<file path="config.mk">
export PLATFORM = sky130hd
export DESIGN_NAME = read_arbiter
export DESIGN_NICKNAME = d
export VERILOG_FILES = /design/src/source/mem_access_pkg.sv /design/src/source/read_arbiter.sv
export SDC_FILE = /design/constraint.sdc
export NUM_CORES = 1
export LEC_CHECK = 0
export BUFFER_PORTS_ARGS = -buffer_cell sky130_fd_sc_hd__buf_2
export CORE_AREA = 2 2 78 80
export DETAILED_ROUTE_END_ITERATION = 12
export DIE_AREA = 0 0 80 82
export PLACE_DENSITY = 0.7
export SYNTH_ARGS = -nofsm -noshare
export SYNTH_HDL_FRONTEND = slang
export SYNTH_SLANG_ARGS = --single-unit
</file>
<file path="constraint.sdc">
create_clock -name clk -period 1.8 [get_ports clk]
set_input_delay 0.09 -clock clk [delete_from_list [all_inputs] [get_ports clk]]
set_output_delay 0.09 -clock clk [all_outputs]
set_load 0.01 [all_outputs]
</file>
<file path="src/source/mem_access_pkg.sv">
package mem_access_pkg;

    localparam int XLEN = 64;
    localparam int ILEN = 32;
    localparam int ID_W = 4;

    typedef logic [XLEN-1:0] xlen_t;   // data and address word
    typedef logic [ILEN-1:0] inst_t;
    typedef logic [ID_W-1:0] req_id_t; // read port tag

    localparam req_id_t ID_FETCH = 4'd1;
    localparam req_id_t ID_LOAD  = 4'd2;

    typedef enum logic [1:0] {
        SIZE_B = 2'd0,
        SIZE_H = 2'd1,
        SIZE_W = 2'd2,
        SIZE_D = 2'd3
    } mem_size_e;

    typedef enum logic [1:0] {
        L_IDLE = 2'd0,
        L_REQ  = 2'd1, // waiting for grant
        L_WAIT = 2'd2, // waiting for tagged return
        L_DONE = 2'd3
    } load_state_e;

    typedef enum logic [1:0] {
        F_IDLE = 2'd0,
        F_REQ  = 2'd1,
        F_WAIT = 2'd2,
        F_DONE = 2'd3
    } fetch_state_e;

endpackage

</file>
<file path="src/source/read_arbiter.sv">
`timescale 1ns/1ps

module read_arbiter import mem_access_pkg::*; (
    input  logic    clk,
    input  logic    rst_n,
    input  logic    ld_req,
    input  xlen_t   ld_addr,
    input  logic    if_req,
    input  xlen_t   if_addr,
    output logic    ld_ar_hs,
    output logic    if_ar_hs,
    output logic    mem_ar_valid,
    output xlen_t   mem_ar_addr,
    output req_id_t mem_ar_id,
    input  logic    mem_r_done
);

    logic busy;    // one read in flight
    logic last_ld; // load won the previous grant
    logic pick_ld;

    // on a tie the unit not served last wins
    assign pick_ld = ld_req && (!if_req || !last_ld);

    assign ld_ar_hs = !busy && pick_ld;
    assign if_ar_hs = !busy && if_req && !pick_ld;

    assign mem_ar_valid = ld_ar_hs || if_ar_hs;
    assign mem_ar_addr  = ld_ar_hs ? ld_addr : if_addr;

    always_comb begin
        if (ld_ar_hs) begin
            mem_ar_id = ID_LOAD;
        end else if (if_ar_hs) begin
            mem_ar_id = ID_FETCH;
        end else begin
            mem_ar_id = '0;
        end
    end

    always_ff @(posedge clk or negedge rst_n) begin
        if (!rst_n) begin
            busy <= 1'b0;
        end else if (mem_ar_valid) begin
            busy <= 1'b1;
        end else if (mem_r_done) begin
            busy <= 1'b0; // port free from next cycle
        end
    end

    always_ff @(posedge clk or negedge rst_n) begin
        if (!rst_n) begin
            last_ld <= 1'b0; // fetch counts as served last
        end else if (mem_ar_valid) begin
            last_ld <= ld_ar_hs;
        end
    end

endmodule

</file>
### Word-level counts from Yosys, hierarchy flattened

Cells that the tools add are included.

* mux-type cells: 5
* div/mod/pow operators: 0
* reduce and logical (&&, ||, !) cells: 11
* multipliers: 0
* bitwise operators: 0
* eq/ne operators: 0
* order comparisons: 0
* add/sub/neg operators: 0
* shifts and indexed selects: 0

Operators by type and width (number)
* two-way mux 64 bit: 1
* logical AND 1 bit: 4
* zero test 1 bit: 4
* two-way mux 4 bit: 1
* two-way mux 1 bit: 3
* logical OR 1 bit: 2
* nonzero test 2 bit: 1

* output and inout port bits: 71
* input port bits: 133
* bits in latches: 0
* logic and storage cells: 18
* bits in registers: 2
* bits in read-only memories: 0
* bits in writable memories: 0
* memories kept: 0

### Longest topological paths before layout

* depth in word-level cells: 7
* depth in mapped cells: 6
* gate-level depth less buffers: 3

### Least setup slack after synthesis

Ideal clock, no wire load.

* path type: register to output
* start point: reg busy
* end point: out mem_ar_addr[14]
* path slack: 0.413 ns
* path buffers: 2
* stages on the path, launching flop included: 6
* arrival time: 1.297 ns
* required time: 1.710 ns
* cells stage by stage: dfrtp_1 > nand2b_1 > a21o_1 > buf_6 > buf_6 > mux2_4

* word-level cells in the longest chain between the ends: 3

Ends and longest elaborated chain
* from (decl): line read_arbiter.sv:18 `logic busy;`
* from (signal assigned): line read_arbiter.sv:43 `busy <= 1'b0;`
* from (signal assigned): line read_arbiter.sv:45 `busy <= 1'b1;`
* from (signal assigned): line read_arbiter.sv:47 `busy <= 1'b0;`
* zero test 1 bit: line read_arbiter.sv:25 `assign ld_ar_hs = !busy && pick_ld;`
* logical AND 1 bit: line read_arbiter.sv:25
* two-way mux 64 bit: line read_arbiter.sv:29 `assign mem_ar_addr = ld_ar_hs ? ld_addr : if_addr;`
* to (decl): line read_arbiter.sv:13 `output xlen_t mem_ar_addr,`

Every way passes these cells.

### Worst setup path in the final report

* start point: reg busy
* end point: out mem_ar_addr[44]

The elaborated chain is that of the path after synthesis.

==> key figures <==
Pwr
  – LEAKAGE: 1.45 nW
  – Tot Pwr: 993 uW
  – PD cells: 436 nW/um2
  – Peak VDD IR: 0.219 mV

Run
  – MaxCap Viol Count: 0

Placement
  – DP HPWL: 4130 um
  – Placed cell count: 359
  – Port Buffer Count: 201
  – GPL Wtd Cong: 0.764

Floorplan
  – Std cell rows: 28
  – Initial core utilization: 19.4%
  – Die width: 80 um
  – Die height: 82 um
  – Top Ports: 204
  – CORE AREA: 5750 um2
  – Die footprint: 6560 um2

Yosys
  – Post-synthesis xor/xnor area fraction: 0%
  – Complex-gate fraction of the synthesized area: 2.46%
  – Synthesized area: 1120 um2
  – Largest cells by area after synthesis: mux2_4 (66%), mux2_2 (15%), buf_6 (6.0%)
  – Register area share after synthesis: 4.48%
  – Simple-Gate Fraction of Synth Area: 2.58%
  – Post-synthesis mux area share: 81.0%
  – Largest family of logic cells by synthesized area: multiplexers
  – Post-Synth Adder-Cell Area: 0%
  – Top cell type by total area after synthesis: mux2_4
  – Netlist cell types: 15
  – Avg Cell Area, Syn: 12.4 um2
  – Top cell type's share of synthesized area: 65.8%
  – Post-synthesis register bit count: 2
  – Syn Inst Count: 90
  – Synthesis Warnings: 0

Global route
  – Vias in the first global route: 1359
  – Grt ovf: 0
  – Global Route Usage Sum: 11.8%
  – Global-route wire length before repair: 6130 um
  – Antenna violations before repair: 0
  – Largest net degree at the start of global routing: 40

Critical path
  – Element type at the critical path end: output pin
  – Worst setup endpoint: mem_ar_addr[44]
  – Crit-path max cell delay: 0.40 ns
  – Critical path depth: 5
  – Crit-path slowest cell: dfrtp_1
  – Worst path bufs/invs: 2
  – Worst r2r src: busy
  – R2R Setup Slk: 0.93 ns
  – Critical Path AT: 1.64 ns
  – R2R depth: 3
  – Worst-path fanout max: 20
  – Reg-to-Reg End: last_ld
  – Crit path required time: 1.71 ns
  – Crit path kind: register to output pin
  – Crit path launch type: register
  – CP startpoint: busy
  – CP top delay family: flip-flops
  – Crit-path cells: nand2b_4 > a21o_4 > buf_16 > mux2_4 > buf_2

Clocking
  – Clk pin slew, worst setup/hold paths: 0.03 ns
  – H-tree levels: 1
  – Root Driver: clkbuf_8
  – Num Clock Sinks: 2
  – Setup bufs post-CTS: 0
  – Clk buf depth: 2
  – Num CTS Buffers: 3
  – CTS tree: yes
  – Clock latency on the worst-skew pair: 0.21 ns

Layout
  – Most frequent cells in the layout: buf_2 (201), mux2_4 (49), mux2_2 (15)
  – Most common cell after layout, fill and taps aside: buf_2
  – Non-Filler Instances: 365
  – Nets: 425
  – Layout cells sized above 1: 94.5%
  – Diode count: 0
  – Layout fillers: 587
  – Synth-to-Final Area Change: 104%

Timing
  – Skew final: 0.000141 ns
  – Final setup vio count: 0
  – Peak Freq: 0.578 GHz
  – Period utilization: 96.1%
  – Hold Vio Cnt, Final: 0
  – Final slew viol count: 0
  – RSZ-0062 raised after global routing: false
  – Tmin final: 1.73 ns
  – Setup TNS after final layout: 0 ns

Drt
  – First drt pass iteration count: 3
  – DRC viols: 0
  – DR vias: 1506
  – Total wire length: 4990 um
  – Via-to-Cell Ratio: 4.13
  – Per-cell routed wire length: 13.7 um
  – DR iter-0 viols: 8
  – ANT nets after route: 0

Run status
  – Outcome: completed

Hold path
  – Worst Hold Launch: mem_r_done
  – Worst hold path class: input port to register
## per-stage QoR
| step | utilization, % | instance area [um2] | hold slack, ns | worst slack (ns) |
|---|---|---|---|---|
| 3_3_place_gp | 37.8 | 2170 | -0.123 | 0.273 |
| 5_1_grt | 39.6 | 2280 | 0.0776 | 0.00816 |
| 2_1_floorplan | - | 1120 | -0.206 | 0.413 |
| 3_5_place_dp | 37.8 | 2170 | -0.121 | 0.255 |
| 6_report | 39.6 | 2280 | 0.0605 | 0.0695 |
| 4_1_cts | 38.7 | 2220 | 0.0575 | 0.0283 |
## where the power goes
group | internal (mW) | switching [mW]
clock | 0.141 | 0.0325
sequential | 0.0557 | 0.0114
combinational | 0.449 | 0.303
total | 0.646 | 0.347
## cells by family after synthesis
| group | after synthesis |
|---|---|
| compound gates | 5 |
| buf+inv | 12 |
| flops | 2 |
| mux | 64 |
| other cells | 1 |
| simple gates | 6 |
## repair_timing
action | CTS | global route
endpoints found under the setup margin | 0 | 32
endpoints found under the hold margin | 2 | 0
gates resized for setup | 0 | 2
hold buffers | 1 | 0
## Yosys cell counts, drive strengths merged
library cell / instances
o21ai: 1
nor3: 1
inv: 2
nand2b: 2
buf: 10
dfrtp: 2
mux2: 64
nor2: 2
a21oi: 3
conb: 1
a21o: 1
nand2: 1
## layer usage
layer / global-route usage [%] / wire [um] / vias to the layer above / share of wire [%]
met5: 0 / 0 / - / 0
met4: 2.71 / 38 / 0 / 0.76
met3: 3.41 / 582 / 4 / 12
met2: 24.3 / 2690 / 107 / 54
met1: 11.6 / 1670 / 669 / 34
li1: - / - / 726 / -
## layout make-up
cell class                      count  area (um2)  share of cell area (%)
Multi-Input combinational cell     77         983                    43.2
Clock buffer                        3        41.3                    1.81
Tap cell                           75        93.8                    4.12
Inverter                            2        7.51                   0.330
Sequential cell                     2        50.0                    2.20
Timing Repair Buffer              206        1100                    48.3
## sequential cells by signal, summed over array words and instances, names as in the netlist
name	count
last_ld	1
busy	1
## how the worst min path moves through the flow
stage,slack (ns),cells past startpoint,endpoint
floorplan,-0.21,0,busy
global placement,-0.12,1,busy
detailed placement,-0.12,1,busy
CTS,0.06,2,busy
global route,0.08,2,busy
finish,0.06,2,busy
Power figures use the tool's default switching activity.
