===== config.mk =====
export PLATFORM = sky130hd
export DESIGN_NAME = fetch_unit
export DESIGN_NICKNAME = d
export VERILOG_FILES = /design/src/source/mem_access_pkg.sv /design/src/source/fetch_unit.sv
export SDC_FILE = /design/constraint.sdc
export NUM_CORES = 1
export LEC_CHECK = 0
export ABC_AREA = 1
export BUFFER_PORTS_ARGS = -buffer_cell sky130_fd_sc_hd__buf_2
export CELL_PAD_IN_SITES_DETAIL_PLACEMENT = 2
export CELL_PAD_IN_SITES_GLOBAL_PLACEMENT = 2
export CORE_MARGIN = 2
export CORE_UTILIZATION = 29
export DETAILED_ROUTE_END_ITERATION = 16
export PLACE_DENSITY_LB_ADDON = 0.1
export SYNTH_ARGS = -nofsm -noshare
export SYNTH_HDL_FRONTEND = slang
export SYNTH_SLANG_ARGS = --single-unit

===== constraint.sdc =====
create_clock -name clk -period 4.1 [get_ports clk]
set_clock_uncertainty 0.05 [all_clocks]
set_input_delay 0.615 -clock clk [delete_from_list [all_inputs] [get_ports clk]]
set_output_delay 0.615 -clock clk [all_outputs]
set_load 0.02 [all_outputs]

===== src/source/mem_access_pkg.sv =====
package mem_access_pkg;

    localparam int XLEN = 64;
    localparam int ILEN = 32;
    localparam int ID_W = 4;

    typedef logic [XLEN-1:0] xlen_t;   // data and address word
    typedef logic [ILEN-1:0] inst_t;
    typedef logic [ID_W-1:0] req_id_t; // read port tag

    localparam req_id_t ID_FETCH = 4'd1;
    localparam req_id_t ID_LOAD  = 4'd2;

    typedef enum logic [1:0] {
        SIZE_B = 2'd0,
        SIZE_H = 2'd1,
        SIZE_W = 2'd2,
        SIZE_D = 2'd3
    } mem_size_e;

    typedef enum logic [1:0] {
        L_IDLE = 2'd0,
        L_REQ  = 2'd1, // waiting for grant
        L_WAIT = 2'd2, // waiting for tagged return
        L_DONE = 2'd3
    } load_state_e;

    typedef enum logic [1:0] {
        F_IDLE = 2'd0,
        F_REQ  = 2'd1,
        F_WAIT = 2'd2,
        F_DONE = 2'd3
    } fetch_state_e;

endpackage


===== src/source/fetch_unit.sv =====
`timescale 1ns/1ps

module fetch_unit import mem_access_pkg::*; (
    input  logic    clk,
    input  logic    rst_n,
    input  logic    if_start,
    input  xlen_t   pc,
    output logic    if_req,
    output xlen_t   if_addr,
    input  logic    if_ar_hs,
    input  logic    r_done,
    input  req_id_t r_id,
    input  xlen_t   r_data,
    output logic    if_valid,
    output inst_t   inst
);

    fetch_state_e state;
    fetch_state_e state_nxt;
    xlen_t        pc_q;
    logic         take_ret;

    assign take_ret = r_done && (r_id == ID_FETCH);

    always_ff @(posedge clk or negedge rst_n) begin
        if (!rst_n) begin
            state <= F_IDLE;
        end else begin
            state <= state_nxt;
        end
    end

    always_comb begin
        state_nxt = state;
        case (state)
            F_IDLE: begin
                if (if_start) begin
                    state_nxt = F_REQ;
                end
            end
            F_REQ: begin
                if (if_ar_hs) begin
                    state_nxt = F_WAIT;
                end
            end
            F_WAIT: begin
                if (take_ret) begin
                    state_nxt = F_DONE;
                end
            end
            F_DONE:  state_nxt = F_IDLE;
            default: state_nxt = F_IDLE;
        endcase
    end

    always_ff @(posedge clk) begin
        if (state == F_IDLE && if_start) begin
            pc_q <= pc;
        end
        if (state == F_WAIT && take_ret) begin
            inst <= pc_q[2] ? r_data[63:32] : r_data[31:0]; // upper half for pc bit 2
        end
    end

    assign if_addr  = pc_q;
    assign if_req   = (state == F_REQ);
    assign if_valid = (state == F_DONE);

endmodule


### Yosys cells after proc, flatten, opt, wreduce, memory -nomap -nowiden

Cells that the tools add are included.

* flip-flop bits (word level): 98
* input bits: 137
* output and inout port bits: 98
* word-level logic and storage cells: 20

* eq/ne operators: 7
* mux-type cells: 5
* reduce and logical (&&, ||, !) cells: 5

Operators by type and width (number)
* 2-to-1 mux 32 bit: 1
* one-hot mux 2 bit (4 select lines): 1
* 2-to-1 mux 2 bit: 3
* == test 2 bit, second input constant: 2
* == test 4 x 1 -> 1 bit, second input constant: 1
* != test 2 bit, second input constant: 2
* logical AND 1 bit: 3
* AND reduction 3 bit: 1
* == test 2 x 1 -> 1 bit, second input constant: 1
* zero test 2 bit: 1
* != test 2 x 1 -> 1 bit, second input constant: 1

### Longest topological paths before layout

* depth after elaboration: 4
* depth in mapped cells: 8
* gate-level depth less buffers: 8

### Worst setup path before layout

No wires, ideal clock.

* path type: input to register
* from: input port r_id[3]
* to: register inst[0], enable pin
* setup time: 0.421 ns
* arrival time: 2.160 ns
* required time: 3.629 ns
* path slack: 1.469 ns
* stages on the path: 3
* path buffers: 0
* path through: nor2_1 > nand3_1 > nor2_1

* longest elaborated chain between the ends: 3

RTL lines
* from (decl): line fetch_unit.sv:12 `input req_id_t r_id,`
* == test 4 x 1 -> 1 bit: line fetch_unit.sv:23 `assign take_ret = r_done && (r_id == ID_FETCH);`
* logical AND 1 bit: line fetch_unit.sv:23
* logical AND 1 bit: line fetch_unit.sv:60 `if (state == F_WAIT && take_ret) begin`
* to (signal assigned): line fetch_unit.sv:61 `inst <= pc_q[2] ? r_data[63:32] : r_data[31:0];`
* to (decl): line fetch_unit.sv:15 `output inst_t inst`

No other way between the ends.
A chain may end at the register's enable or synchronous reset.

### Worst setup path in the final report

* from: register state[0]
* to: register pc_q[27] (netlist: if_addr[27]), enable pin

* longest elaborated chain between the ends: 2

RTL lines
* from (decl): line fetch_unit.sv:18 `fetch_state_e state;`
* from (signal assigned): line fetch_unit.sv:29 `state <= state_nxt;`
* zero test 2 bit: line fetch_unit.sv:57 `if (state == F_IDLE && if_start) begin`
* logical AND 1 bit: line fetch_unit.sv:57
* to (signal assigned): line fetch_unit.sv:58 `pc_q <= pc;`
* to (decl): line fetch_unit.sv:20 `xlen_t pc_q;`

No other way between the ends.

==> results.txt <==
----------------------------------------------------
[Status]
  Result of the run ... finished clean

[GRT]
  Sum of overflow across all layers after global routing ... 0
  Via count of the first global-routing pass ... 2545
  Initial antenna violation count ... 1
  Tot GR Track Use ... 14.9%
  Wire length of the first global-routing pass ... 14400 um
  Maximum number of pins on one net before global-route repair ... 35

[Yosys]
  Simple-gate share of the synthesized area ... 1.72%
  Yosys reg bits ... 98
  Count of cell types in the netlist ... 13
  Compound-cell area share of the yosys netlist ... 0.138%
  Primary FF master, synth ... sky130_fd_sc_hd__edfxtp_1
  Avg Synthesized Cell Area ... about 22 um2
  Combined area of all synthesized cells ... 3640 um2
  Async S/R FF share, synth ... ~2.0%
  Commonest cells in the synthesized netlist ... sky130_fd_sc_hd__edfxtp_1, sky130_fd_sc_hd__mux2_4, sky130_fd_sc_hd__inv_1, sky130_fd_sc_hd__nand2_1, sky130_fd_sc_hd__ha_1
  Part of the Yosys area used for sequential elements ... 80.6%
  Combinational family with the most area after synthesis ... multiplexers
  Main area contributors after synthesis ... sky130_fd_sc_hd__edfxtp_1, sky130_fd_sc_hd__mux2_4, sky130_fd_sc_hd__ha_1, sky130_fd_sc_hd__buf_12, sky130_fd_sc_hd__dfrtp_1
  Number of flops mapped to enable cells by yosys ... 96
  Total of warnings raised by yosys ... 0
  Parity-gate share of the synthesized area counting xor and xnor cells ... 0%
  Mapped Nets ... 305
  Cell with the most instances after synthesis ... sky130_fd_sc_hd__edfxtp_1
  Cell count after synthesis ... 163
  Proportion of synthesized area in mux cells ... 13.0%
  Leading area contributor after synthesis ... sky130_fd_sc_hd__edfxtp_1
  Fraction of post-synthesis cell area in the top cell type by area ... 79.3%
  Adder-Cell Fraction of Synth Area ... 1.72%

[Critical path]
  Maximum cell stage delay along the critical path ... 510 ps
  CP Data Arrival Time ... 2120 ps
  Setup slack, reg-to-reg ... 1920 ps
  Worst EP required ... 4040 ps
  Reg2reg end ... if_addr[27]$_DFFE_PP_
  Sort of element at the end of the critical path ... flip-flop
  Max stage delay cell, worst path ... sky130_fd_sc_hd__buf_4
  Worst R2R Start ... state[0]$_DFFE_PN0P_
  Worst setup path category ... reg2reg
  Ordered list of cells on the worst path ... inv_1, ha_1, nand2_1, inv_2, buf_4
  Number of buffers and inverters on the critical path ... 3
  Maximum fanout encountered on the critical timing path ... 34
  Launching element type of the critical path ... flip-flop
  Category of cells accounting for the largest share of critical-path delay ... buffers and inverters
  Cell depth of the worst flop-to-flop path ... 5

[STA]
  Worst-Margin Slew ... 647 ps
  Post-layout minimum cycle time ... 2180 ps
  Number of slew-limit violations in the final report ... 0
  Final TNS setup ... 0 ps
  Setup-violating endpoint count in the final report ... 0
  Period utilisation layout ... 53.3%
  Tightest slew margin relative to the limit ... 56.8%
  Achievable clock frequency ... 458 MHz
  Final Hold Fails ... 0
  Setup repair after global routing missed its margin ... false

[Die]
  Core box area ... 12100 um2
  Area enclosed by the die boundary ... ~13000 um2
  I/O pin total ... ~240
  Die boundary height ... about 120 um
  Standard-cell rows ... 40
  Width of the die ... about 120 um
  Initial Utilization ... between 30% and 40%

[Layout]
  Net count, final ... 551
  Area delta synth->final ... 46.7%
  Final cell count without fillers ... 583
  Number of fillers in the final layout ... 1238
  Proportion of layout cells with a drive suffix above 1 ... 69.8%

[Routing]
  Detailed Route Iter0 Violations ... ~140
  Routed WL per cell ... 17.7 um
  Antenna Violating Nets Remaining ... 0
  DRC ... 0
  DR pass1 iterations ... 4
  Wirelength, routed ... 10300 um
  Vias post-DR ... 2409
  Via density per instance ... 4.13

[Clock network]
  Worst-path clk slew ... about 70 ps
  # Post-CTS Setup Buffers ... 0
  Clock tree from TritonCTS ... yes
  Clock Tree Root ... sky130_fd_sc_hd__clkbuf_16
  Hold-fix buffer count after cts ... 1
  Sink Count ... 98
  TritonCTS Buffers ... 9
  Deepest clock path buffer count ... 2
  CTS-repair resized insts ... 0
  Latest clock arrival within the worst-skew pair ... 340 ps
  # H-tree levels ... 3

[Job]
  Maximum Capacitance Violations ... 0

[Hold path]
  Hold Crit Endpoint ... if_addr[33]$_DFFE_PP_
  Tightest Hold Check Type ... in2reg
  Origin of the worst min-delay path ... pc[33]
  Hold Path Stages ... 1

[Pwr]
  Leakage component of the power ... 2.37 nW
  Power density relative to cell area ... 547 nW/um2
  Peak supply drop ... 255 uV

[Place]
  Placed cell count ... 565
  Detailed-placement wirelength estimate ... 8320 um
  Global placer's final weighted congestion ... 0.726
  Port-buffer cells ... between 200 and 250

----------------------------------------------------
registers in the layout (all words and copies together), names as in the netlist:
signal and count:
if_addr 64, inst 32, state 2
worst max path at each step:
stage / startpoint / end / slack [ps] / cells past startpoint
global route: state[0]$_DFFE_PN0P_ / if_addr[11]$_DFFE_PP_ / 1700 / 5
global placement: if_start / if_addr[10]$_DFFE_PP_ / 1930 / 4
floorplan: r_id[3] / inst[0]$_DFFE_PP_ / 1470 / 3
detailed placement: if_start / if_addr[27]$_DFFE_PP_ / 1860 / 4
finish: state[0]$_DFFE_PN0P_ / if_addr[27]$_DFFE_PP_ / 1920 / 5
CTS: state[1]$_DFFE_PN0P_ / if_addr[9]$_DFFE_PP_ / 1870 / 5
stage by stage:
step	hold slack (ps)	util (%)	setup slack, ps	total power, W	instance area (um2)
2_1_floorplan	269	-	1470	0.00177	3640
3_3_place_gp	352	41.1	1930	0.00197	4980
3_5_place_dp	352	41.1	1860	0.00200	4980
4_1_cts	384	44.0	1870	0.00297	5330
5_1_grt	381	44.0	1700	0.00306	5340
6_report	397	44.0	1920	0.00292	5340
report_power, final:
| part | internal [W] | switching [W] |
|---|---|---|
| clock | 0.000595 | 0.000366 |
| combinational | 0.000240 | 0.000396 |
| sequential | 0.00128 | 0.0000398 |
routing by layer:
| metal | up-vias | track usage [%] | wire length (um) |
|---|---|---|---|
| met4 | 0 | 5.00 | 158 |
| met2 | 142 | 28.1 | 5600 |
| met5 | - | 0 | 0 |
| li1 | 1110 | - | - |
| met3 | 12 | 6.01 | 1160 |
| met1 | 1145 | 14.7 | 3380 |
cell families after synthesis:
family          after synthesis
compound gates                1
flops                        98
buf+inv                      12
fa+ha+maj                     5
mux                          32
simple gates                 15
area by class of cell:
class | count | area, um2 | area share (%)
diodes | 1 | 2.50 | 0.0469
clock buffers | 9 | 225 | 4.22
clock inverters | 7 | 118 | 2.20
inverters | 8 | 30.0 | 0.563
multi-input cells | 53 | 606 | 11.4
flip-flops and latches | 98 | 2930 | 55.0
well taps | 168 | 210 | 3.94
repair buffers | 239 | 1210 | 22.7
placed cells by master, fill, tap and decap left out:
cell type / synthesis / layout
sky130_fd_sc_hd__nor2_1: 3 / 2
sky130_fd_sc_hd__mux2_2: 2 / 2
sky130_fd_sc_hd__edfxtp_1: 96 / 96
sky130_fd_sc_hd__nand2_1: 8 / 8
sky130_fd_sc_hd__clkbuf_16: 0 / 9
sky130_fd_sc_hd__nand3_1: 3 / 3
sky130_fd_sc_hd__dlygate4sd3_1: 0 / 1
sky130_fd_sc_hd__buf_2: 0 / 234
sky130_fd_sc_hd__buf_4: 0 / 4
sky130_fd_sc_hd__diode_2: 0 / 1
sky130_fd_sc_hd__nor2_2: 0 / 1
sky130_fd_sc_hd__clkinvlp_4: 0 / 3
sky130_fd_sc_hd__bufinv_16: 0 / 3
sky130_fd_sc_hd__ha_1: 5 / 5
sky130_fd_sc_hd__or2_2: 1 / 1
sky130_fd_sc_hd__clkinv_2: 0 / 1
sky130_fd_sc_hd__inv_1: 8 / 7
sky130_fd_sc_hd__mux2_4: 30 / 30
sky130_fd_sc_hd__o21ai_0: 1 / 1
sky130_fd_sc_hd__inv_2: 0 / 1
sky130_fd_sc_hd__dfrtp_1: 2 / 2
(Power assumes the default switching activity.)
