<file path="config.mk">
export PLATFORM = sky130hd
export DESIGN_NAME = load_unit
export DESIGN_NICKNAME = d
export VERILOG_FILES = /design/src/source/mem_access_pkg.sv /design/src/source/load_unit.sv
export SDC_FILE = /design/constraint.sdc
export NUM_CORES = 1
export LEC_CHECK = 0
export ABC_AREA = 0
export BUFFER_PORTS_ARGS = -buffer_cell sky130_fd_sc_hd__buf_2
export CAP_MARGIN = 40
export CORE_MARGIN = 5
export CORE_UTILIZATION = 30
export DETAILED_ROUTE_END_ITERATION = 8
export GPL_TIMING_DRIVEN = 0
export SLEW_MARGIN = 5
export SYNTH_ARGS = -nofsm -noshare
export SYNTH_HDL_FRONTEND = slang
export SYNTH_SLANG_ARGS = --single-unit
export TNS_END_PERCENT = 30
</file>
<file path="constraint.sdc">
create_clock -name clk -period 9.2 [get_ports clk]
set_clock_uncertainty 0.15 [all_clocks]
set_input_delay 0.92 -clock clk [delete_from_list [all_inputs] [get_ports clk]]
set_output_delay 0.92 -clock clk [all_outputs]
set_load 0.03 [all_outputs]
</file>
<file path="src/source/mem_access_pkg.sv">
package mem_access_pkg;

    localparam int XLEN = 64;
    localparam int ILEN = 32;
    localparam int ID_W = 4;

    typedef logic [XLEN-1:0] xlen_t;   // data and address word
    typedef logic [ILEN-1:0] inst_t;
    typedef logic [ID_W-1:0] req_id_t; // read port tag

    localparam req_id_t ID_FETCH = 4'd1;
    localparam req_id_t ID_LOAD  = 4'd2;

    typedef enum logic [1:0] {
        SIZE_B = 2'd0,
        SIZE_H = 2'd1,
        SIZE_W = 2'd2,
        SIZE_D = 2'd3
    } mem_size_e;

    typedef enum logic [1:0] {
        L_IDLE = 2'd0,
        L_REQ  = 2'd1, // waiting for grant
        L_WAIT = 2'd2, // waiting for tagged return
        L_DONE = 2'd3
    } load_state_e;

    typedef enum logic [1:0] {
        F_IDLE = 2'd0,
        F_REQ  = 2'd1,
        F_WAIT = 2'd2,
        F_DONE = 2'd3
    } fetch_state_e;

endpackage

</file>
<file path="src/source/load_unit.sv">
`timescale 1ns/1ps

module load_unit import mem_access_pkg::*; (
    input  logic      clk,
    input  logic      rst_n,
    input  logic      ld_start,
    input  xlen_t     rs1_val,
    input  xlen_t     imm_val,
    input  mem_size_e ld_size,
    input  logic      ld_signed,
    input  xlen_t     ex_result,
    output logic      ld_req,
    output xlen_t     ld_addr,
    input  logic      ld_ar_hs,
    input  logic      r_done,
    input  req_id_t   r_id,
    input  xlen_t     r_data,
    output logic      ld_done,
    output xlen_t     ld_result,
    output xlen_t     wb_result
);

    load_state_e state;
    load_state_e state_nxt;
    xlen_t       rs1_q;
    xlen_t       imm_q;
    mem_size_e   size_q;
    logic        signed_q;
    logic        take_ret;
    xlen_t       lane;
    xlen_t       ext_data;

    assign take_ret = r_done && (r_id == ID_LOAD); // ignore fetch returns

    always_ff @(posedge clk or negedge rst_n) begin
        if (!rst_n) begin
            state <= L_IDLE;
        end else begin
            state <= state_nxt;
        end
    end

    always_comb begin
        state_nxt = state;
        case (state)
            L_IDLE: begin
                if (ld_start) begin
                    state_nxt = L_REQ;
                end
            end
            L_REQ: begin
                if (ld_ar_hs) begin
                    state_nxt = L_WAIT;
                end
            end
            L_WAIT: begin
                if (take_ret) begin
                    state_nxt = L_DONE;
                end
            end
            L_DONE:  state_nxt = L_IDLE;
            default: state_nxt = L_IDLE;
        endcase
    end

    // operands only taken when idle, so a second start is dropped
    always_ff @(posedge clk) begin
        if (state == L_IDLE && ld_start) begin
            rs1_q    <= rs1_val;
            imm_q    <= imm_val;
            size_q   <= ld_size;
            signed_q <= ld_signed;
        end
    end

    assign ld_addr = rs1_q + imm_q;

    // move the addressed byte lane down to bit 0
    assign lane = r_data >> {ld_addr[2:0], 3'b000};

    always_comb begin
        case (size_q)
            SIZE_B: begin
                ext_data = {{56{signed_q & lane[7]}}, lane[7:0]};
            end
            SIZE_H: begin
                ext_data = {{48{signed_q & lane[15]}}, lane[15:0]};
            end
            SIZE_W: begin
                ext_data = {{32{signed_q & lane[31]}}, lane[31:0]};
            end
            default: begin
                ext_data = lane; // full double
            end
        endcase
    end

    always_ff @(posedge clk) begin
        if (state == L_WAIT && take_ret) begin
            ld_result <= ext_data;
        end
    end

    assign ld_req  = (state == L_REQ);
    assign ld_done = (state == L_DONE);

    // pass the execute result through when no load is in progress
    assign wb_result = (state == L_IDLE) ? ex_result : ld_result;

endmodule

</file>
Word level (Yosys, flattened, before mapping)
Index checks and enable logic that the tools add are counted.
{"block": "classes", "n_addsub": 1, "n_mul": 0, "div": 0, "magnitude_cmp": 0, "eq_ne": 9, "shift": 1, "mux": 6, "bitwise_logic": 3, "reduce_logical": 6}
{"op": "64-bit one-hot mux with 3 select lines", "n": 1}
{"op": "64-bit adder", "n": 1}
{"op": "64-bit 2-to-1 mux", "n": 1}
{"op": "64-bit by 6-bit >> shifter with 64-bit output", "n": 1}
{"op": "2-bit one-hot mux with 4 select lines", "n": 1}
{"op": "2-bit equality test (second input constant)", "n": 3}
{"op": "2-bit 2-to-1 mux", "n": 3}
{"op": "2-bit by 1-bit equality test with 1-bit output (second input constant)", "n": 2}
{"op": "4-bit by 2-bit equality test with 1-bit output (second input constant)", "n": 1}
{"op": "2-bit logical NOT", "n": 2}
{"op": "2-bit != test (second input constant)", "n": 2}
{"op": "1-bit AND", "n": 3}
{"op": "1-bit logical AND", "n": 3}
{"op": "3-bit AND reduction", "n": 1}
{"op": "2-bit by 1-bit != test with 1-bit output (second input constant)", "n": 1}
{"block": "word_totals", "regBits": 197, "latch_bits": 0, "ram_bits": 0, "romBits": 0, "input_bits": 268, "out_inout_bits": 194, "wordCells": 32, "mem_count": 0}

Depth between registers and ports, before layout
Gate-level depths: netlist of run 1.
{"block": "logic_depth", "depth_word": 4, "depth_mapped": 14, "mapped_depth_nobuf": 12}

Worst setup path before layout of run 1
No wires, ideal clock.
{"block": "synth_timing", "path_kind": "reg2reg", "start": "register state[0]", "end": "register imm_q[0], enable pin", "setup_ns": 0.505, "arrival_time_ns": 4.393, "required_time_ns": 8.545, "setup_slack_ns": 4.152, "path_stages_with_launch": 6, "path_buffers": 2, "synth_period_minus_slack_ns": 5.048, "cell_sequence": "dfrtp_1 > inv_1 > ha_1 > buf_1 > clkbuf_1 > and2_1"}
{"block": "synth_via", "elab_chain_cells": 2}
{"element": "start: declaration", "line_no": "load_unit.sv:23", "rtl": "load_state_e state;"}
{"element": "start signal: assignment", "line_no": "load_unit.sv:39", "rtl": "state <= state_nxt;"}
{"element": "2-bit logical NOT", "line_no": "load_unit.sv:68", "rtl": "if (state == L_IDLE && ld_start) begin"}
{"element": "1-bit logical AND", "line_no": "load_unit.sv:68"}
{"element": "end signal: assignment", "line_no": "load_unit.sv:70", "rtl": "imm_q <= imm_val;"}
{"element": "end: declaration", "line_no": "load_unit.sv:26", "rtl": "xlen_t imm_q;"}
Every way passes these cells.
A chain may end at the register's enable or synchronous reset.

Worst setup path after layout of run 1
{"block": "layout_timing", "start": "register rs1_q[18]", "end": "output ld_addr[59]"}
{"block": "layout_via", "elab_chain_cells": 1}
{"element": "start: declaration", "line_no": "load_unit.sv:25", "rtl": "xlen_t rs1_q;"}
{"element": "start signal: assignment", "line_no": "load_unit.sv:69", "rtl": "rs1_q <= rs1_val;"}
{"element": "64-bit adder", "line_no": "load_unit.sv:76", "rtl": "assign ld_addr = rs1_q + imm_q;"}
{"element": "end: declaration", "line_no": "load_unit.sv:13", "rtl": "output xlen_t ld_addr,"}
Every way passes these cells.

==> impl_results.md, run 1 <==
* R2r startpoint: rs1_q[0]
* Setup TNS at 0 ns
* Setup-failing EPs final at 0
* Nets at slightly below 2000
* Clock power share at approximately 15%
* CTS max path bufs at 2
* Antenna Nets Post-Route at 0
* CP peak stage delay at around 0.56 ns
* Grt ovf at 0
* Layout cells sized above 1 at approximately two fifths
* Worst Hold Class: in -> async
* Ys Warns at 0
* Placer Congestion at about 0.95
* CORE AREA at between 40000 and 50000 sq um
* Main combinational cell family by area after synthesis: compound AO/OA/AOI/OAI gates
* Via count of the routed design at roughly 11000
* Outcome: complete, no violations
* Initial DRC Count at between 600 and 700
* First-pass GRT wire length at between 70 and 80 mm
* Switching Fraction at ~48%
* Post-synth ARST share at 1.02%
* Logic pwr share at between 60% and 70%
* Critical Path Sink Type: output pin
* Worst slew pin tran at slightly above 0.9 ns
* Clock transition at path regs at roughly 0.08 ns
* Fillers at 4123
* Setup repair bufs after CTS at 0
* Most common cell after layout, fill and taps aside: buf_2
* P_int at ~2.5 mW
* WHS at 0.0677 ns
* CTS tree: yes
* Synth Area in Simple Gates at 10.7%
* Initial Util at 30.1%
* Worst path slowest cell: o21ai_0
* Critical path data required time at 8.13 ns
* Synth Register Bits at 197
* Layout area overhead at 28.7%
* Synthesized instance count at around 1100
* Static leakage at slightly below 7 nW
* XOR/XNOR Fraction of Synth Area at about 4%
* Gr usage total at about a fifth
* Buffers on Ports at 461
* Vias in the first global route at 11400
* H-tree levels at 4
* DR DRC count at 0
* Post-synth cell types at 76
* Pin count of the biggest net entering global routing at 55
* Die area at about 46000 sq um
* Die height at 215 microns
* Worst reg2reg setup slack at around 4.9 ns
* Via density at 5.21
* Routed len/inst at 21.9 microns
* Initial antenna violation count at 2
* Post-DP HPWL at approximately 39 mm
* Post-synth EDFFs at 195
* Multiplexer area fraction after synthesis at ~13%
* Type of the worst setup path: reg -> out
* Synth Flop Type: edfxtp_1
* Post-CTS Hold Buffers at 0
* Startpoint Class: flip-flop
* Resized Gates After CTS at 0
* Leading cell types in the layout, fill and taps excluded: buf_2 (471), edfxtp_1 (195), nand2_1 (121)
* Final worst-path cycle share at a little over half
* Max-cap viol count at 0
* Slew HR at 38.1%
* Adder-Cell Fraction of Synth Area at 6.84%
* Min cycle time layout at a little under 5 ns
* Peak Freq at between 0.2 and 0.25 GHz
* NetSw at around 2.3 mW
* Worst EP arrival at ~3.8 ns
* Synth top area share at between 40% and 50%
* Seq pwr share at around 25%
* Flip-flop and latch area at just under 6000 sq um
* Mean Syn Cell Area at roughly 11 sq um
* Final WL at ~47 mm
* Total Power at between 4 and 5 mW
* DRT Pass-1 Iters at 4
* Endpoints failing hold at 0
* Ranking of synthesized cells by area: edfxtp_1 (47%), ha_1 (6.7%), mux2_2 (5.9%)
* Worst r2r dst: ld_result[44]
* Multi-input logic area at between 6000 and 7000 sq um
* Top-Level Pins at between 400 and 500
* Later-pin clock latency in the skew report at about 0.5 ns
* RSZ-0062 raised after global routing: no
* Peak supply drop at 0.140 mV
* Pins Over Slew Limit at 0
* Reg2reg path depth at 14
* Yosys top cell by area: edfxtp_1
* Seq/Total Area, Yosys at a little under half
* Num rows at 75
* CP cell instances: ha_1, a21oi_1, o21ai_0, a21o_1, a21oi_1, a21oi_1, o21ai_0, a21oi_1, a311oi_1, xnor2_1, buf_2
* Die Width at approximately 210 microns
* PD cells at roughly 300 nW/um^2
* CTS Root Buffer Type: clkbuf_16
* Most frequent CP cell: a21oi_1
* Mapped Area at 12600 sq um
* Num CTS Buffers at 17
* Crit-path max FO at 7
* Clk sinks at just under 200
* Syn_nets at approximately 1500
* Area fraction in compound gates after synthesis at 15.5%
[power by group through the flow]
stage	Sequential [mW]	Clock (mW)	Combinational [mW]
after floorplan	1.25	0	2.00
after global placement	1.27	0	2.87
after detailed placement	1.24	0	2.90
after CTS	1.22	0.746	2.91
after global routing	1.23	0.769	3.11
final	1.22	0.711	2.91
[state kept, by name (all words and copies together) (netlist names)]
register	count
imm_q	64
ld_result	64
rs1_q	64
size_q	2
state	2
signed_q	1
[area by class of cell]
type	count	share of cell area, %
multi-input combinational	849	39.4
sequential	197	36.5
timing repair buffer	464	14.8
tap	539	4.17
clock buffer	18	2.66
buffer	52	1.34
clock inverter	14	0.627
inverter	20	0.465
antenna	1	0.0155
[synth_stat cells (all sizes together), types with 19 or more instances]
library cell	n
a21o	37
a21oi	103
clkbuf	36
edfxtp	195
ha	67
mux2	66
mux2i	25
mux4	31
nand2	121
nor2	67
nor3	19
o21ai	95
xnor2	37
xor2	22
[routing by layer]
layer	global-route usage, %	up-vias	part of all wire (%)
met4	5.45	0	1.7
met2	33.6	457	49
li1	-	5237	-
met5	0	-	0
met1	25.7	5475	43
met3	4.46	43	6.1
[stage by stage]
| stage | cell area, sq um | util (%) | cells | setup WS [ns] |
|---|---|---|---|---|
| after CTS | 16200 | 38.8 | 2153 | 4.34 |
| final | 16200 | 38.8 | 2154 | 4.37 |
| after detailed placement | 15600 | 37.5 | 2121 | 4.77 |
| after floorplan | 12600 | - | 1118 | 4.15 |
| after global routing | 16200 | 38.8 | 2154 | 4.02 |
| after global placement | 15500 | 37.3 | 2118 | 1.89 |
[critical path, delay by kind of cell, from the launching register on]
| kind | cells | cell delay [ns] |
|---|---|---|
| XOR/XNOR | 1 | 0.17 |
| buffers and inverters | 1 | 0.23 |
| AO/OA/AOI/OAI | 8 | 2.07 |
| flip-flops | 1 | 0.40 |
| adder cells (fa/ha/maj) | 1 | 0.41 |
[cell families (layout without fill, tap and decap cells)]
kind of cell	Yosys count	in the layout
muxes	122	122
DFF	197	197
other	0	1
xor gates and xnor gates	59	59
buffers and inverters	72	568
adders and majority gates	68	68
and+or+nand+nor	293	293
AOI/OAI and AO/OA	307	307
[worst max-delay path by stage]
stage | startpoint | endpoint | slack (ns) | depth (start not counted)
final | rs1_q[18] | ld_addr[59] | 4.37 | 11
after global routing | rs1_q[17] | ld_addr[54] | 4.02 | 12
after CTS | rs1_q[18] | ld_addr[59] | 4.34 | 11
after detailed placement | imm_q[0] | ld_result[44] | 4.77 | 12
after global placement | state[0] | imm_q[57] | 1.89 | 5
after floorplan | state[0] | imm_q[0] | 4.15 | 5
Power figures use the tool's default switching activity.
==> run 2, diff against run 1 <==
ABC_AREA = 1   (was 0)
clock period = 4.45 ns   (was 9.2 ns; I/O delays follow)
==> run 2 against run 1 <==
Compared with the run above: worst setup slack worse by 3.7 ns; first-iteration DRC count rose by 41%; cell area increased by 23%; global-route usage is 3.4 points higher; via count up 40%; clock power grew 120%; sequential share of layout area decreased by 6.7 points; critical path depth is 4 lower; synthesized area rose by 17%.
==> impl_results.md, run 2 <==
* Outcome: complete, no violations (unchanged)
* DRT Pass-1 Iters at 9 (was 4)
* Die area at 53500 sq um (was 46000 sq um)
* Buffers on Ports at 461 (unchanged)
* Vias in the first global route at 15600 (was 11400)
* Clock power share at 16.3% (was 14.7%)
* Synth top area share at 39.9% (was 46.6%)
* Initial Util at 30.2% (was 30.1%)
* Top Registers: imm_q (64), ld_result (64), rs1_q (64) (unchanged)
* CTS max path bufs at 2 (unchanged)
* Yosys top cell by area: edfxtp_1 (unchanged)
* Via count of the routed design at 15700 (was 11200)
* Ys Warns at 0 (unchanged)
* Post-synth ARST share at 1.02% (unchanged)
* Top-Level Pins at 462 (unchanged)
* Layout cells sized above 1 at 23.0% (was 39.0%)
* Critical path data required time at 3.86 ns (was 8.13 ns)
* Worst slew pin tran at 0.721 ns (was 0.920 ns)
* Initial antenna violation count at 2 (unchanged)
* Num CTS Buffers at 17 (unchanged)
* Max-cap viol count at 0 (unchanged)
* Final worst-path cycle share at around 85%
* Type of the worst setup path: reg -> out (unchanged)
* RSZ-0062 raised after global routing: no (unchanged)
* Mean Syn Cell Area at 7.25 sq um (was 11.2 sq um)
* Placer Congestion at 0.976 (was 0.946)
* Clock transition at path regs at 0.07 ns (was 0.08 ns)
* Worst EP arrival at 3.18 ns (was 3.76 ns)
* CTS tree: yes (unchanged)
* Pin count of the biggest net entering global routing at 46 (was 55)
* WHS at 0.125 ns (was 0.0677 ns)
* H-tree levels at 4 (unchanged)
* CP top delay family: buffers and inverters (was compound AO/OA/AOI/OAI gates)
* Setup repair bufs after CTS at 0 (unchanged)
* Layout area overhead at 34.8% (was 28.7%)
* CTS Root Buffer Type: clkbuf_16 (unchanged)
* Die Width at 231 microns (was 215 microns)
* Synth Flop Type: edfxtp_1 (unchanged)
* Resized Gates After CTS at 0 (unchanged)
* Syn_nets at 2361 (was 1454)
* Final WL at 64.1 mm (was 47.1 mm)
* Most common cell after layout, fill and taps aside: nand2_1 (was buf_2)
* CP peak stage delay at 0.59 ns (was 0.56 ns)
* Post-synth EDFFs at 195 (unchanged)
* Clk sinks at 197 (unchanged)
* Grt ovf at 0 (unchanged)
* Post-CTS Hold Buffers at 132 (was 0)
* DP Area at 17900 sq um (was 15600 sq um)
* Routed len/inst at 19.5 microns (was 21.9 microns)
* Worst Hold Class: in -> async (unchanged)
* Synth Register Bits at 197 (unchanged)
* Worst path slowest cell: clkbuf_1 (was o21ai_0)
* NetSw at 4.80 mW (was 2.34 mW)
* Via density at 4.79 (was 5.21)
* Design area at 19800 sq um (was 16200 sq um)
* Endpoints failing hold at 0 (unchanged)
* Seq/Total Area, Yosys at 40.2% (was 47.0%)
* Die height at 231 microns (was 215 microns)
* PD cells at 485 nW/um^2 (was 299 nW/um^2)
* DR DRC count at 0 (unchanged)
* Seq pwr share at 25.4% (was 25.2%)
* Gr usage total at 23.2% (was 19.8%)
* Count leader, synth: nand2_1 (was edfxtp_1)
* Min cycle time layout at around 3.8 ns
* Setup TNS at 0 ns (unchanged)
* Static leakage at 10.2 nW (was 6.83 nW)
* Synth top cells by count: nand2_1 (760), inv_1 (350), edfxtp_1 (195) (was edfxtp_1 (195), nand2_1 (121), a21oi_1 (97))
* Fillers at 4975 (was 4123)
* Switching Fraction at 49.9% (was 48.4%)
* Crit-path max FO at 10 (was 7)
* Setup-failing EPs final at 0 (unchanged)
* Later-pin clock latency in the skew report at 0.49 ns (about the same)
* Worst path bufs/invs at 5 (was 1)
* Num rows at 81 (was 75)
* Startpoint Class: flip-flop (unchanged)
* Pins Over Slew Limit at 0 (unchanged)
* Ranking of synthesized cells by area: edfxtp_1 (40%), nand2_1 (19%), inv_1 (8.9%) (was edfxtp_1 (47%), ha_1 (6.7%), mux2_2 (5.9%))
* Fin worst setup slack at 0.672 ns (was 4.37 ns)
* Slew HR at 51.9% (was 38.1%)
* CORE AREA at 48600 sq um (was 41700 sq um)
* Mapped Area at 14700 sq um (was 12600 sq um)
* Nets at 2979 (was 1937)
* P_int at 4.81 mW (was 2.49 mW)
* CP cell instances: ha_1, inv_1, fa_1, inv_1, clkbuf_1, clkbuf_1, buf_2 (was ha_1, a21oi_1, o21ai_0, a21o_1, a21oi_1, a21oi_1, o21ai_0, a21oi_1, a311oi_1, xnor2_1, buf_2)
* Post-synth cell types at 39 (was 76)
* Post-DP HPWL at 52.9 mm (was 38.7 mm)
* First-pass GRT wire length at 93.3 mm (was 70.1 mm)
* Logic pwr share at 58.3% (was 60.1%)
* Antenna Nets Post-Route at 0 (unchanged)
* Initial DRC Count at 959 (was 680)
* Synthesized instance count at 2025 (was 1118)
* Critical Path Sink Type: output pin (unchanged)
* Pre-CTS setup slack at 0.824 ns (was 4.77 ns)
* Peak Freq at 0.265 GHz
* Leading cell types in the layout, fill and taps excluded: nand2_1 (760), buf_2 (481), inv_1 (349) (was buf_2 (471), edfxtp_1 (195), nand2_1 (121))
* Peak supply drop at 0.415 mV (was 0.140 mV)
[run 2: changes by cell type in the layout (fill, tap and decap cells not counted), sizes merged, moves of 31 or more]
cell	change
nand2	+640
a21oi	-46
nand3	+90
nor2	+100
a21o	-37
mux4	-31
inv	+333
dlygate4sd3	+132
xnor2	-35
[run 2: cell type report]
cell class              instances  area [sq um]  share of cell area [%]
repair buffers                599          3740                    18.9
flip-flops and latches        197          5910                    29.8
diodes                          2          5.00                  0.0253
clock inverters                13           143                   0.720
plain buffers                  51           246                    1.24
inverters                     353          1330                    6.74
well taps                     622           778                    3.93
clock buffers                  19           433                    2.19
multi-input cells            1424          7210                    36.4
[run 2: routing by layer]
metal  GRT usage [%]  part of all wire [%]  vias up
met2            42.2                    50      641
li1                -                     -     7675
met1            27.7                    40     7298
met4            7.58                   3.0        0
met5               0                     0        -
met3            4.25                   6.5       94
[run 2: final timing paths]
| path | start | end | slack (ns) | cells after the start |
|---|---|---|---|---|
| max reg2reg | rs1_q[0] | ld_result[24] | 0.69 | 10 |
| min in group clk | r_data[13] | ld_result[5] | 0.23 | 3 |
| max | rs1_q[0] | ld_addr[1] | 0.67 | 7 |
| max in group asynchronous | rst_n | state[1] | 3.92 | 2 |
| min reg2reg | state[1] | state[1] | 0.50 | 2 |
| min | rst_n | state[0] | 0.12 | 2 |
[run 2: worst register-to-register path: stages, from the launching register on]
cell and delay (ns):
edfxtp_1 0.37, ha_1 0.27, inv_1 0.09, fa_1 0.55, inv_1 0.12, clkbuf_1 0.36
buf_1 0.56, nor2_1 0.16, o21ai_0 0.42, o21ai_0 0.22, o21ai_0 0.29
[run 2: stage by stage]
| step | utilization (%) | cells | total power [mW] |
|---|---|---|---|
| after global routing | 40.7 | 3279 | 10.2 |
| after detailed placement | 36.8 | 3114 | 7.94 |
| after global placement | 36.5 | 3108 | 7.93 |
| after CTS | 40.7 | 3278 | 9.64 |
| final | 40.7 | 3280 | 9.61 |
| after floorplan | - | 2025 | 6.02 |
[run 2: cells by family (layout without fill, tap and decap cells)]
logic type,Yosys count,count (layout),synth area share (%)
AO/OA/AOI/OAI,181,181,6.59
buffers and inverters,404,1035,10.7
XOR/XNOR,32,32,1.96
flip-flops,197,197,40.2
adder cells (fa/ha/maj),68,68,5.84
AND/OR/NAND/NOR,1074,1074,29.4
other,0,2,0
multiplexers,69,69,5.25
[run 2: power groups by stage]
stage                     clock network [mW]  registers (mW)  logic [mW]
after floorplan                            0            2.49        3.53
after global placement                     0            2.51        5.42
after detailed placement                   0            2.49        5.46
after CTS                               1.61            2.45        5.58
after global routing                    1.67            2.46        6.03
final                                   1.56            2.44        5.60
